<file path="config.mk">
export PLATFORM = sky130hd
export DESIGN_NAME = hex_display
export DESIGN_NICKNAME = d
export VERILOG_FILES = /design/src/rtl/hex_pkg.sv /design/src/rtl/data_snapshot.sv /design/src/rtl/glyph_fetch.sv /design/src/rtl/pixel_shift.sv /design/src/rtl/hex_display.sv
export SDC_FILE = /design/constraint.sdc
export NUM_CORES = 1
export LEC_CHECK = 0
export BUFFER_PORTS_ARGS = -buffer_cell sky130_fd_sc_hd__clkbuf_2
export CAP_MARGIN = 25
export CORE_ASPECT_RATIO = 0.6
export CORE_UTILIZATION = 35
export CTS_CLUSTER_DIAMETER = 40
export DETAILED_ROUTE_END_ITERATION = 10
export PLACE_DENSITY = 0.58
export SLEW_MARGIN = 20
export SYNTH_ARGS = -nofsm -noshare
export SYNTH_HDL_FRONTEND = slang
export SYNTH_HIERARCHICAL = 1
export SYNTH_SLANG_ARGS = --single-unit
</file>
<file path="constraint.sdc">
create_clock -name clk -period 4.36 [get_ports clk]
set_clock_uncertainty 0.2 [all_clocks]
set_input_delay 0.218 -clock clk [delete_from_list [all_inputs] [get_ports clk]]
set_output_delay 0.218 -clock clk [all_outputs]
set_load 0.01 [all_outputs]
</file>
<file path="src/rtl/font_rom.mem">
// glyph rows for digits 0 to F, 8 scanlines per digit, 5 bits per row
// bit 0 is the leftmost pixel, so each row reads mirrored
01110
10001
11001
10101
10011
10001
01110
00000
00100
00110
00100
00100
00100
00100
01110
00000
01110
10001
10000
01000
00100
00010
11111
00000
11111
01000
00100
01000
10000
10001
01110
00000
01000
01100
01010
01001
11111
01000
01000
00000
11111
00001
01111
10000
10000
10001
01110
00000
01100
00010
00001
01111
10001
10001
01110
00000
11111
10000
01000
00100
00010
00010
00010
00000
01110
10001
10001
01110
10001
10001
01110
00000
01110
10001
10001
11110
10000
01000
00110
00000
01110
10001
10001
11111
10001
10001
10001
00000
01111
10001
10001
01111
10001
10001
01111
00000
01110
10001
00001
00001
00001
10001
01110
00000
00111
01001
10001
10001
10001
01001
00111
00000
11111
00001
00001
01111
00001
00001
11111
00000
11111
00001
00001
01111
00001
00001
00001
00000
</file>
<file path="src/rtl/hex_pkg.sv">
// screen geometry of the hex dump
// background palette indexed by nibble value
// stage structs for glyph and pixel links
package hex_pkg;

  localparam int cols = 16;      // digits per character row
  localparam int rows = 8;       // character rows
  localparam int scanlines = 8;  // scanlines per glyph
  localparam int glyph_w = 5;    // font columns, one gap column follows

  localparam int frame_pixels = 6144; // 96 x 64

  localparam logic [7:0] white = 8'hFF; // glyph foreground

  // rrrgggbb style colours, dark first then light
  localparam logic [7:0] palette [16] = '{
    8'h00, 8'h40, 8'h44, 8'h48, 8'h08, 8'h05, 8'h01, 8'h21,
    8'h45, 8'h80, 8'h84, 8'h90, 8'h10, 8'h0A, 8'h02, 8'h42
  };

  typedef struct packed {
    logic [glyph_w-1:0] rowbits; // bit 0 is the leftmost pixel
    logic [7:0]         bg;      // background colour
    logic               first;   // first glyph of a frame
  } glyph_t;

  typedef struct packed {
    logic [7:0] color;
    logic       first; // pixel 0 of a frame
  } pixel_t;

endpackage

</file>
<file path="src/rtl/data_snapshot.sv">
// hold filter on en
// data register sampled at frame start while en is held
`timescale 1ns/1ps

module data_snapshot #(
  parameter int data_bits = 64,
  parameter int hold_bits = 20
) (
  input  logic                 clk,
  input  logic                 rst_n,
  input  logic                 en,
  input  logic [data_bits-1:0] data,
  input  logic                 frame_start, // one cycle, from glyph_fetch
  output logic [data_bits-1:0] shown_data   // stable for the whole frame
);

  logic [hold_bits-1:0] hold_cnt; // consecutive cycles with en high
  logic                 go;

  // msb set means en has been held long enough
  assign go = hold_cnt[hold_bits-1];

  // saturates once the msb is reached, any low cycle restarts it
  always_ff @(posedge clk or negedge rst_n)
  begin
    if (!rst_n)
      hold_cnt <= '0;
    else if (!en)
      hold_cnt <= '0;
    else if (!go)
      hold_cnt <= hold_cnt + 1'b1;
  end

  // new word shows up the cycle after frame_start
  always_ff @(posedge clk or negedge rst_n)
  begin
    if (!rst_n)
      shown_data <= '0; // first frame shows zeros
    else if (frame_start && go)
      shown_data <= data;
    // otherwise the screen stays frozen
  end

endmodule

</file>
<file path="src/rtl/glyph_fetch.sv">
// character, scanline and row counters
// nibble select, font rom and palette lookup
// sender side of the glyph req/ack link
`timescale 1ns/1ps

module glyph_fetch #(
  parameter int data_bits = 64
) (
  input  logic                 clk,
  input  logic                 rst_n,
  input  logic [data_bits-1:0] shown_data,
  output logic                 frame_start,
  output logic                 glyph_req,
  output hex_pkg::glyph_t      glyph,
  input  logic                 glyph_ack
);

  localparam int digits = data_bits / 4; // valid digit indices

  localparam logic [3:0] col_last = 4'(hex_pkg::cols - 1);
  localparam logic [2:0] scan_last = 3'(hex_pkg::scanlines - 1);
  localparam logic [2:0] row_last = 3'(hex_pkg::rows - 1);

  localparam logic [1:0] st_addr = 2'd0; // register digit index
  localparam logic [1:0] st_read = 2'd1; // rom and palette read
  localparam logic [1:0] st_req = 2'd2;  // req high, wait for ack
  localparam logic [1:0] st_wait = 2'd3; // wait for ack low

  logic [1:0]                  state;
  logic [3:0]                  col;
  logic [2:0]                  scan;
  logic [2:0]                  row;
  logic                        at_origin;
  logic [6:0]                  idx_q;   // digit index of current glyph
  logic [2:0]                  scan_q;
  logic                        first_q;
  logic [data_bits-1:0]        shifted;
  logic [3:0]                  nib;
  logic [hex_pkg::glyph_w-1:0] font [0:127]; // 16 glyphs x 8 scanlines

  initial
  begin
    $readmemb("/design/src/rtl/font_rom.mem", font);
  end

  assign at_origin = (col == '0) && (scan == '0) && (row == '0);
  assign frame_start = (state == st_addr) && at_origin;

  // msb nibble on the left, so the column runs backwards
  assign shifted = shown_data >> {idx_q, 2'b00};
  assign nib = shifted[3:0];

  always_ff @(posedge clk or negedge rst_n)
  begin
    if (!rst_n)
    begin
      state <= st_addr;
      col <= '0;
      scan <= '0;
      row <= '0;
      glyph_req <= 1'b0;
    end
    else
    begin
      case (state)
        st_addr:
        begin
          state <= st_read;
          if (col == col_last) // column fastest, then scanline, then row
          begin
            col <= '0;
            if (scan == scan_last)
            begin
              scan <= '0;
              row <= (row == row_last) ? '0 : row + 3'd1; // wraps at end of frame
            end
            else
              scan <= scan + 3'd1;
          end
          else
            col <= col + 4'd1;
        end
        st_read:
        begin
          glyph_req <= 1'b1; // glyph word is loaded on this same edge
          state <= st_req;
        end
        st_req:
        begin
          if (glyph_ack)
          begin
            glyph_req <= 1'b0;
            state <= st_wait;
          end
        end
        default:
        begin
          if (!glyph_ack)
            state <= st_addr; // handshake complete
        end
      endcase
    end
  end

  always_ff @(posedge clk)
  begin
    if (state == st_addr)
    begin
      idx_q <= {row, ~col}; // row*16 + (15 - col)
      scan_q <= scan;
      first_q <= at_origin;
    end
    if (state == st_read)
    begin
      if (idx_q < digits)
        glyph <= '{rowbits: font[{nib, scan_q}], bg: hex_pkg::palette[nib], first: first_q};
      else
        glyph <= '{rowbits: '0, bg: 8'h00, first: first_q}; // beyond data, blank
    end
  end

endmodule

</file>
<file path="src/rtl/pixel_shift.sv">
// glyph receiver and pixel serializer
// six pixels per glyph, each on its own four-phase cycle
`timescale 1ns/1ps

module pixel_shift (
  input  logic            clk,
  input  logic            rst_n,
  input  logic            glyph_req,
  input  hex_pkg::glyph_t glyph,
  output logic            glyph_ack,
  output logic            pix_req,
  output hex_pkg::pixel_t pix,
  input  logic            pix_ack
);

  localparam int steps = hex_pkg::glyph_w + 1; // font columns plus gap

  logic [2:0]       cnt;   // pixels left, 0 means empty
  logic             drain; // req dropped, waiting for ack low
  logic [steps-1:0] sh;    // lsb is the pixel on the link
  logic [7:0]       bg_q;
  logic             first_q;
  logic             load;

  // take a glyph only with nothing left to shift
  assign load = (cnt == '0) && glyph_req && !glyph_ack;

  assign pix.color = sh[0] ? hex_pkg::white : bg_q;
  assign pix.first = first_q && (cnt == 3'(steps)); // first pixel of a first glyph

  always_ff @(posedge clk or negedge rst_n)
  begin
    if (!rst_n)
    begin
      glyph_ack <= 1'b0;
      pix_req <= 1'b0;
      drain <= 1'b0;
      cnt <= '0;
    end
    else
    begin
      if (load)
      begin
        glyph_ack <= 1'b1;
        cnt <= 3'(steps);
      end
      else if (!glyph_req)
        glyph_ack <= 1'b0;

      if (cnt != '0)
      begin
        if (!pix_req && !pix_ack && !drain)
          pix_req <= 1'b1; // pixel data already stable
        else if (pix_req && pix_ack)
        begin
          pix_req <= 1'b0;
          drain <= 1'b1;
        end
        else if (drain && !pix_ack)
        begin
          drain <= 1'b0;
          cnt <= cnt - 3'd1; // next pixel, both lines low
        end
      end
    end
  end

  always_ff @(posedge clk)
  begin
    if (load)
    begin
      sh <= {1'b0, glyph.rowbits}; // gap column always background
      bg_q <= glyph.bg;
      first_q <= glyph.first;
    end
    else if (drain && !pix_ack)
      sh <= sh >> 1;
  end

endmodule

</file>
<file path="src/rtl/hex_display.sv">
// top of the hex dump pixel generator
// snapshot, glyph fetch and pixel shift in a row
`timescale 1ns/1ps

module hex_display #(
  parameter int data_bits = 64, // multiple of 4, up to 512
  parameter int hold_bits = 20  // en hold filter width
) (
  input  logic                 clk,
  input  logic                 rst_n,
  input  logic                 en,
  input  logic [data_bits-1:0] data,
  output logic                 pix_req,
  output hex_pkg::pixel_t      pix,
  input  logic                 pix_ack
);

  logic                 frame_start;
  logic [data_bits-1:0] shown_data;
  logic                 glyph_req;
  logic                 glyph_ack;
  hex_pkg::glyph_t      glyph;

  data_snapshot #(
    .data_bits(data_bits),
    .hold_bits(hold_bits)
  ) data_snapshot_i (
    .clk(clk),
    .rst_n(rst_n),
    .en(en),
    .data(data),
    .frame_start(frame_start),
    .shown_data(shown_data)
  );

  glyph_fetch #(
    .data_bits(data_bits)
  ) glyph_fetch_i (
    .clk(clk),
    .rst_n(rst_n),
    .shown_data(shown_data),
    .frame_start(frame_start),
    .glyph_req(glyph_req),
    .glyph(glyph),
    .glyph_ack(glyph_ack)
  );

  pixel_shift pixel_shift_i (
    .clk(clk),
    .rst_n(rst_n),
    .glyph_req(glyph_req),
    .glyph(glyph),
    .glyph_ack(glyph_ack),
    .pix_req(pix_req),
    .pix(pix),
    .pix_ack(pix_ack)
  );

endmodule

</file>
==> impl_metrics.json, run 1 <==
{
  "worst_pin_slew_ps": 844,
  "critPathMaxFanout": 15,
  "synth_top_family_by_area": "multiplexers",
  "dieArea_um2": 18700,
  "synth_fa_ha_area_share_pct": 3.15,
  "numPortBuffers": 77,
  "synth_cell_types": 65,
  "synthArstFlopShare_pct": 76.9,
  "relSlewSlack_pct": 43.7,
  "start_util_pct": 36.4,
  "required_ps": 4320,
  "vias_per_cell": 4.87,
  "worstSetupPathType": "flop to flop",
  "grt_max_degree": 73,
  "hold_slack_ps": 15.7,
  "remaining_drc_errors": 0,
  "drt_pass1_iterations": 4,
  "power.switching_w": 0.00128,
  "wirelength_mm": 12.7,
  "cts_max_path_buffers": 2,
  "arrival_ps": 3150,
  "cts_root_buffer": "clkbuf_16",
  "final_cells": 863,
  "yosysTopAreaCell": "dfrtp_1",
  "grt_pass1_wl_mm": 21.5,
  "hold_viol": 0,
  "diodes": 0,
  "ios": 78,
  "cellLeakagePower_nw": 3.61,
  "dpl_worst_slack_ps": 1180,
  "yosys_warnings": 6,
  "die_w_um": 176,
  "cts_tree": "done",
  "fin_crit_ps": 3180,
  "vdd_drop_max_mv": 0.316,
  "synth_ff_type": "dfrtp_1",
  "r2r_start": "glyph_fetch_i/idx_q[0]",
  "clock-sinks": 134,
  "clk_pin_slew_worst_paths_ps": 70,
  "wl_per_cell_um": 14.7,
  "synth-simple-area-share_pct": 11.3,
  "synth_xor_area_share_pct": 1.79,
  "synth_compound_area_share_pct": 4.84,
  "cts_made_buffers": 17,
  "ant_nets": 0,
  "vias": 4201,
  "hold_class": "primary input to async pin",
  "setup_tns_ps": 0,
  "setup_viol": 0,
  "cap_violations": 0,
  "hpwl_mm": 8.50,
  "critPathLaunchType": "flop",
  "p_seq_share_pct": 42.4,
  "area_delta_synth_final_pct": 28.4,
  "synth_edf_count": 31,
  "rr_endpoint": "glyph_fetch_i/glyph[7]",
  "r2r_slack_ps": 1180,
  "fin_nets": 700,
  "place_congestion": 0.806,
  "max_freq_ghz": 0.314,
  "rsz0062_at_grt": "false",
  "critPathCaptureType": "flop",
  "synthCells": 471,
  "antenna_found_initial": 0,
  "yosysTopAreaCellShare_pct": 40.5,
  "synth.area.mux_share_pct": 20.3,
  "p_per_area_nw_per_um2": 494,
  "yosys-top-cells-area": "dfrtp_1, edfxtp_1, mux2_2, mux4_2, ha_1",
  "insertion_delay_ps": 420,
  "syn_area_um2": 6360,
  "track_usage_pct": 14.8,
  "avgSynthCellArea_um2": 13.5,
  "cts_setup_buffers": 0,
  "p_int_w": 0.00276,
  "finalCritPeriodShare_pct": 73.0,
  "p_clk_share_pct": 33.5,
  "finalMaxSlewViolations": 0,
  "fp.dieH_um": 106,
  "synth_seq_area_share_pct": 55.2,
  "grt-ovfl-total": 0,
  "grt_pass1_vias": 4299,
  "status": "finished clean",
  "cts_max_level": 4,
  "switching_share_pct": 31.7,
  "drive_above_1_share_pct": 33.9,
  "rows": 37,
  "drtIter0Drc": 208,
  "dp.cells": 764,
  "fp.coreArea_um2": 17500,
  "ys_seq_elements": 134,
  "worst_slack_ps": 1180,
  "p_comb_share_pct": 24.1,
  "worstRegToRegCells": 6
}
[logic make-up (layout without fill, tap and decap cells)]
family | count (synthesis) | in the layout
AO/OA/AOI/OAI | 45 | 45
XOR/XNOR | 13 | 13
adder cells (fa/ha/maj) | 16 | 16
buffers and inverters | 42 | 196
flip-flops | 134 | 134
multiplexers | 97 | 97
other | 1 | 5
AND/OR/NAND/NOR | 123 | 123
[stage by stage]
| stage | utilization, % | total power [W] | cell area [µm²] |
|---|---|---|---|
| floorplan | - | 0.00243 | 6380 |
| global placement | 39.7 | 0.00261 | 6920 |
| detailed placement | 39.7 | 0.00266 | 6920 |
| CTS | 46.6 | 0.00408 | 8140 |
| global route | 46.8 | 0.00426 | 8170 |
| finish | 46.8 | 0.00404 | 8170 |
[flip-flops by register name, indices dropped and copies added, names as in the netlist]
signal and flops:
data_snapshot_i/hold_cnt 20, data_snapshot_i/shown_data 64, glyph_fetch_i/col 4, glyph_fetch_i/first_q 1, glyph_fetch_i/glyph 9, glyph_fetch_i/glyph_req 1
glyph_fetch_i/idx_q 7, glyph_fetch_i/row 3, glyph_fetch_i/scan 3, glyph_fetch_i/state 2, pixel_shift_i/bg_q 8, pixel_shift_i/cnt 3
pixel_shift_i/drain 1, pixel_shift_i/first_q 1, pixel_shift_i/glyph_ack 1, pixel_shift_i/pix_req 1, pixel_shift_i/sh 5
[cell type report]
| type | instances | area [µm²] |
|---|---|---|
| clock inverter | 15 | 130 |
| clock buffer | 17 | 425 |
| tap | 234 | 293 |
| fill | 1567 | 9290 |
| sequential | 134 | 3510 |
| timing repair buffer | 147 | 1100 |
| inverter | 17 | 63.8 |
| multi-input combinational | 299 | 2650 |
[Yosys cell counts (all sizes together), types with 2 or more instances]
master / instances
clkbuf: 11
nor3: 6
nand2: 25
inv: 17
or4: 2
nand4: 8
or3: 7
ha: 16
xnor2: 12
nor2b: 3
mux4: 16
dfrtp: 103
a22oi: 2
mux2: 70
a21boi: 4
o21ai: 13
o31ai: 2
a21o: 2
o21a: 3
o211ai: 2
nand3: 11
and2: 15
and3: 8
buf: 14
mux2i: 11
edfxtp: 31
or2: 9
nand2b: 7
nand3b: 3
nor2: 11
a21oi: 7
[critical path, cell delays in order (launching register included)]
cell	delay, ps
edfxtp_1	860
mux4_1	630
mux4_2	560
inv_2	140
a21o_1	160
mux2i_1	100
a32o_1	270
[power groups by stage]
stage	clock (W)	combinational, W	sequential, W
final	0.00135	0.000975	0.00171
after global routing	0.00144	0.00108	0.00175
after CTS	0.00139	0.000972	0.00172
after detailed placement	0	0.000918	0.00174
after global placement	0	0.000880	0.00173
after floorplan	0	0.000809	0.00162
[placed cells by master, fill, tap and decap left out, types with 8 or more instances in the layout]
cell           synthesis  routed
and2_1                15      15
clkbuf_16              0      17
clkbuf_2               0      76
dfrtp_1              103     103
dlygate4sd3_1          0      66
edfxtp_1              31      31
ha_1                  16      16
inv_1                 16      16
inv_6                  0       8
mux2_2                66      66
mux2i_1               11      11
mux4_2                12      12
nand2_1               23      22
nand3_1               10      10
nand4_1                8       8
nor2_1                11      11
o21ai_0               12      12
or2_2                  8       8
xnor2_1               12      12
[how the worst max path moves through the flow]
stage,from,to,slack (ps)
6_report,glyph_fetch_i/idx_q[0],glyph_fetch_i/glyph[7],1180
5_1_grt,glyph_fetch_i/idx_q[0],glyph_fetch_i/glyph[7],980
4_1_cts,glyph_fetch_i/idx_q[0],glyph_fetch_i/glyph[7],1170
3_5_place_dp,glyph_fetch_i/idx_q[0],glyph_fetch_i/glyph[7],1180
3_3_place_gp,glyph_fetch_i/idx_q[0],glyph_fetch_i/glyph[7],1290
2_1_floorplan,glyph_fetch_i/idx_q[0],glyph_fetch_i/glyph[7],1890
[what timing repair did]
item                      CTS  global route
hold buffers               66             0
hold endpoints to repair  138             0
gates resized for setup     0             0
[layer usage]
layer	part of all wire, %	track usage, %	vias to the layer above	wire length (µm)
met2	44	22.0	80	5630
met3	3.3	3.18	14	417
met5	0	0	-	0
met1	51	21.0	2110	6490
met4	1.1	5.28	0	140
li1	-	-	1997	-
(Power assumes the default switching activity.)
==> run 2: changes to the inputs <==
Settings changed: ABC_AREA set to 1, PLACE_DENSITY 0.58 to 0.59.
Clock period 4.36 ns to 2.68 ns, I/O delays scaled along.
==> run 2 against run 1 <==
Critical path depth is 4 higher. First-iteration DRC count is 20% higher. Clock power is 68% higher. Flip-flop and latch count stayed put. Design area is 4.4% higher. Die area is 5.4% higher. Via count is 20% higher. Non-clock buffer count is 5 higher. Area after synthesis is 5.5% higher. Largest cell class unchanged.
==> impl_metrics.json, run 2 <==
{
  "status": "finished clean",
  "power_w": 0.00707,
  "vdd_drop_max_mv": 0.505,
  "final_cell_mix": "nand2_1, dfrtp_1, inv_1",
  "drtIter0Drc": 249,
  "avgSynthCellArea_um2": 9.60,
  "synth_cell_types": 38,
  "max_freq_ghz": 0.462,
  "drive_above_1_share_pct": 25.2,
  "fp.dieH_um": 109,
  "worstSetupPathType": "flop to flop",
  "required_ps": 2650,
  "fin_nets": 932,
  "yosys_warnings": 6,
  "cts_max_path_buffers": 2,
  "antenna_found_initial": 0,
  "cts_max_level": 4,
  "synth_edf_count": 31,
  "synth_seq_area_share_pct": 52.3,
  "diodes": 0,
  "p_seq_share_pct": 39.0,
  "ys_seq_elements": 134,
  "design_area_um2": 8530,
  "slowest_stage": "edfxtp_1",
  "grt_max_degree": 81,
  "numPortBuffers": 77,
  "cts_root_buffer": "clkbuf_16",
  "final_common_cell": "nand2_1",
  "fin_crit_ps": 2170,
  "critPathLaunchType": "flop",
  "wl_per_cell_um": 13.3,
  "hold_viol": 0,
  "largest_reg_flops": 64,
  "yosysTopAreaCell": "dfrtp_1",
  "die_w_um": 181,
  "cellLeakagePower_nw": 4.11,
  "grt_pass1_vias": 4870,
  "area_delta_synth_final_pct": 27.1,
  "synth_ff_type": "dfrtp_1",
  "synth_common_cells": "nand2_1, dfrtp_1, inv_1",
  "arrival_ps": 2140,
  "cts_made_buffers": 17,
  "largestRegisters": "data_snapshot_i/shown_data (64), data_snapshot_i/hold_cnt (20), glyph_fetch_i/glyph (9)",
  "relSlewSlack_pct": 49.4,
  "synthCells": 699,
  "track_usage_pct": 16.2,
  "wirelength_mm": 14.6,
  "vias_per_cell": 4.58,
  "hpwl_mm": 9.92,
  "finalCritPeriodShare_pct": 80.8,
  "start_util_pct": 36.5,
  "setup_tns_ps": 0,
  "critPathMaxFanout": 29,
  "syn_area_um2": 6710,
  "place_congestion": 0.850,
  "finalMaxSlewViolations": 0,
  "hold_class": "primary input to async pin",
  "vias": 5045,
  "critPathCaptureType": "flop",
  "rows": 38,
  "synthArstFlopShare_pct": 76.9,
  "switching_share_pct": 34.1,
  "synthMostInstantiatedCell": "nand2_1",
  "cp_common_cell": "nand3_1",
  "grt-ovfl-total": 0,
  "power.switching_w": 0.00241,
  "p_per_area_nw_per_um2": 829,
  "setup_viol": 0,
  "ant_nets": 0,
  "cts_tree": "done",
  "grt_pass1_wl_mm": 24.7,
  "insertion_delay_ps": 420,
  "drt_pass1_iterations": 4,
  "ios": 78,
  "dieArea_um2": 19700,
  "clock-sinks": 134,
  "cp_slowest_stage_delay_ps": 450,
  "p_clk_share_pct": 32.1,
  "clk_pin_slew_worst_paths_ps": 60,
  "regMostFlops": "data_snapshot_i/shown_data",
  "p_int_w": 0.00466,
  "crit_chain": "inv_4, nor2_1, o21ai_0, nand3_1, nand3_1, nand3_2, nand2_2, nand2_2, nand3_1, nand2_1",
  "worst_pin_slew_ps": 751,
  "cap_violations": 0,
  "yosys-top-cells-area": "dfrtp_1, edfxtp_1, mux2_2, nand2_1, inv_1",
  "remaining_drc_errors": 0,
  "p_comb_share_pct": 28.9,
  "fp.coreArea_um2": 18400,
  "yosysTopAreaCellShare_pct": 38.4,
  "dpl_cell_area_um2": 7270,
  "rsz0062_at_grt": "false"
}
==> run 2: cell types whose count changed after synthesis, sizes merged, moves of 11 or more <==
cell	delta
and2	-15
inv	+73
mux2i	-11
mux4	-16
nand2	+149
nand3	+41
nor2	+51
o21ai	+17
xnor2	-11
==> run 2: stage by stage <==
stage / worst slack [ps] / hold WS [ps] / util (%) / instances
floorplan: 382 / -362 / - / 703
global placement: 574 / -136 / 39.5 / 1001
detailed placement: 525 / -138 / 39.5 / 1001
CTS: 514 / 123 / 46.4 / 1101
global route: 326 / 175 / 46.4 / 1101
finish: 513 / 89.1 / 46.4 / 1101
==> run 2: what timing repair did <==
item                       CTS  global route
hold buffers                68             0
setup endpoints to repair    0             0
setup buffers                0             0
hold endpoints to repair   179             0
gates resized for setup      0             0
==> run 2: cell families after synthesis <==
group	Yosys count	share of synthesized area, %
buffers and inverters	116	8.30
other	1	0.0559
adder cells (fa/ha/maj)	16	2.98
AO/OA/AOI/OAI	50	4.20
multiplexers	64	10.7
AND/OR/NAND/NOR	317	21.3
XOR/XNOR	1	0.131
flip-flops	134	52.3
==> run 2: final cells by class <==
| cell class | instances | area, µm² |
|---|---|---|
| clock buffers | 21 | 482 |
| clock inverters | 11 | 97.6 |
| fillers | 1759 | 9870 |
| inverters | 90 | 340 |
| multi-input cells | 453 | 2660 |
| flip-flops and latches | 134 | 3510 |
| well taps | 240 | 300 |
| repair buffers | 152 | 1140 |
==> run 2: layer usage <==
metal / share of wire, % / GRT usage, % / vias to the layer above
li1: - / - / 2560
met1: 55 / 24.5 / 2359
met2: 39 / 22.6 / 112
met3: 4.5 / 3.24 / 14
met4: 1.2 / 5.56 / 0
met5: 0 / 0 / -
==> run 2: path summary, 6_finish.rpt <==
path                                             start                        endpoint  slack, ps  depth (start not counted)
worst max-delay path            glyph_fetch_i/idx_q[0]          glyph_fetch_i/glyph[4]        510                         10
min in group clk                glyph_fetch_i/glyph[0]           pixel_shift_i/first_q        220                          0
max in group asynchronous                        rst_n  data_snapshot_i/shown_data[29]       1770                          3
worst min register to register  glyph_fetch_i/glyph[0]           pixel_shift_i/first_q        220                          0
worst max register to register  glyph_fetch_i/idx_q[0]          glyph_fetch_i/glyph[4]        510                         10
worst min-delay path                             rst_n  data_snapshot_i/shown_data[16]         90                          3
==> run 2: critical path: cells and delay by family (launching register included) <==
family,cells,cell delay (ps)
AO/OA/AOI/OAI,1,180
AND/OR/NAND/NOR,8,820
flip-flops,1,450
buffers and inverters,1,270
==> run 2: power groups by stage <==
stage	sequential, W	clock (W)	combinational [W]
2_1_floorplan	0.00271	0	0.00158
3_3_place_gp	0.00279	0	0.00193
3_5_place_dp	0.00279	0	0.00195
4_1_cts	0.00276	0.00233	0.00204
5_1_grt	0.00281	0.00242	0.00234
6_report	0.00276	0.00227	0.00204
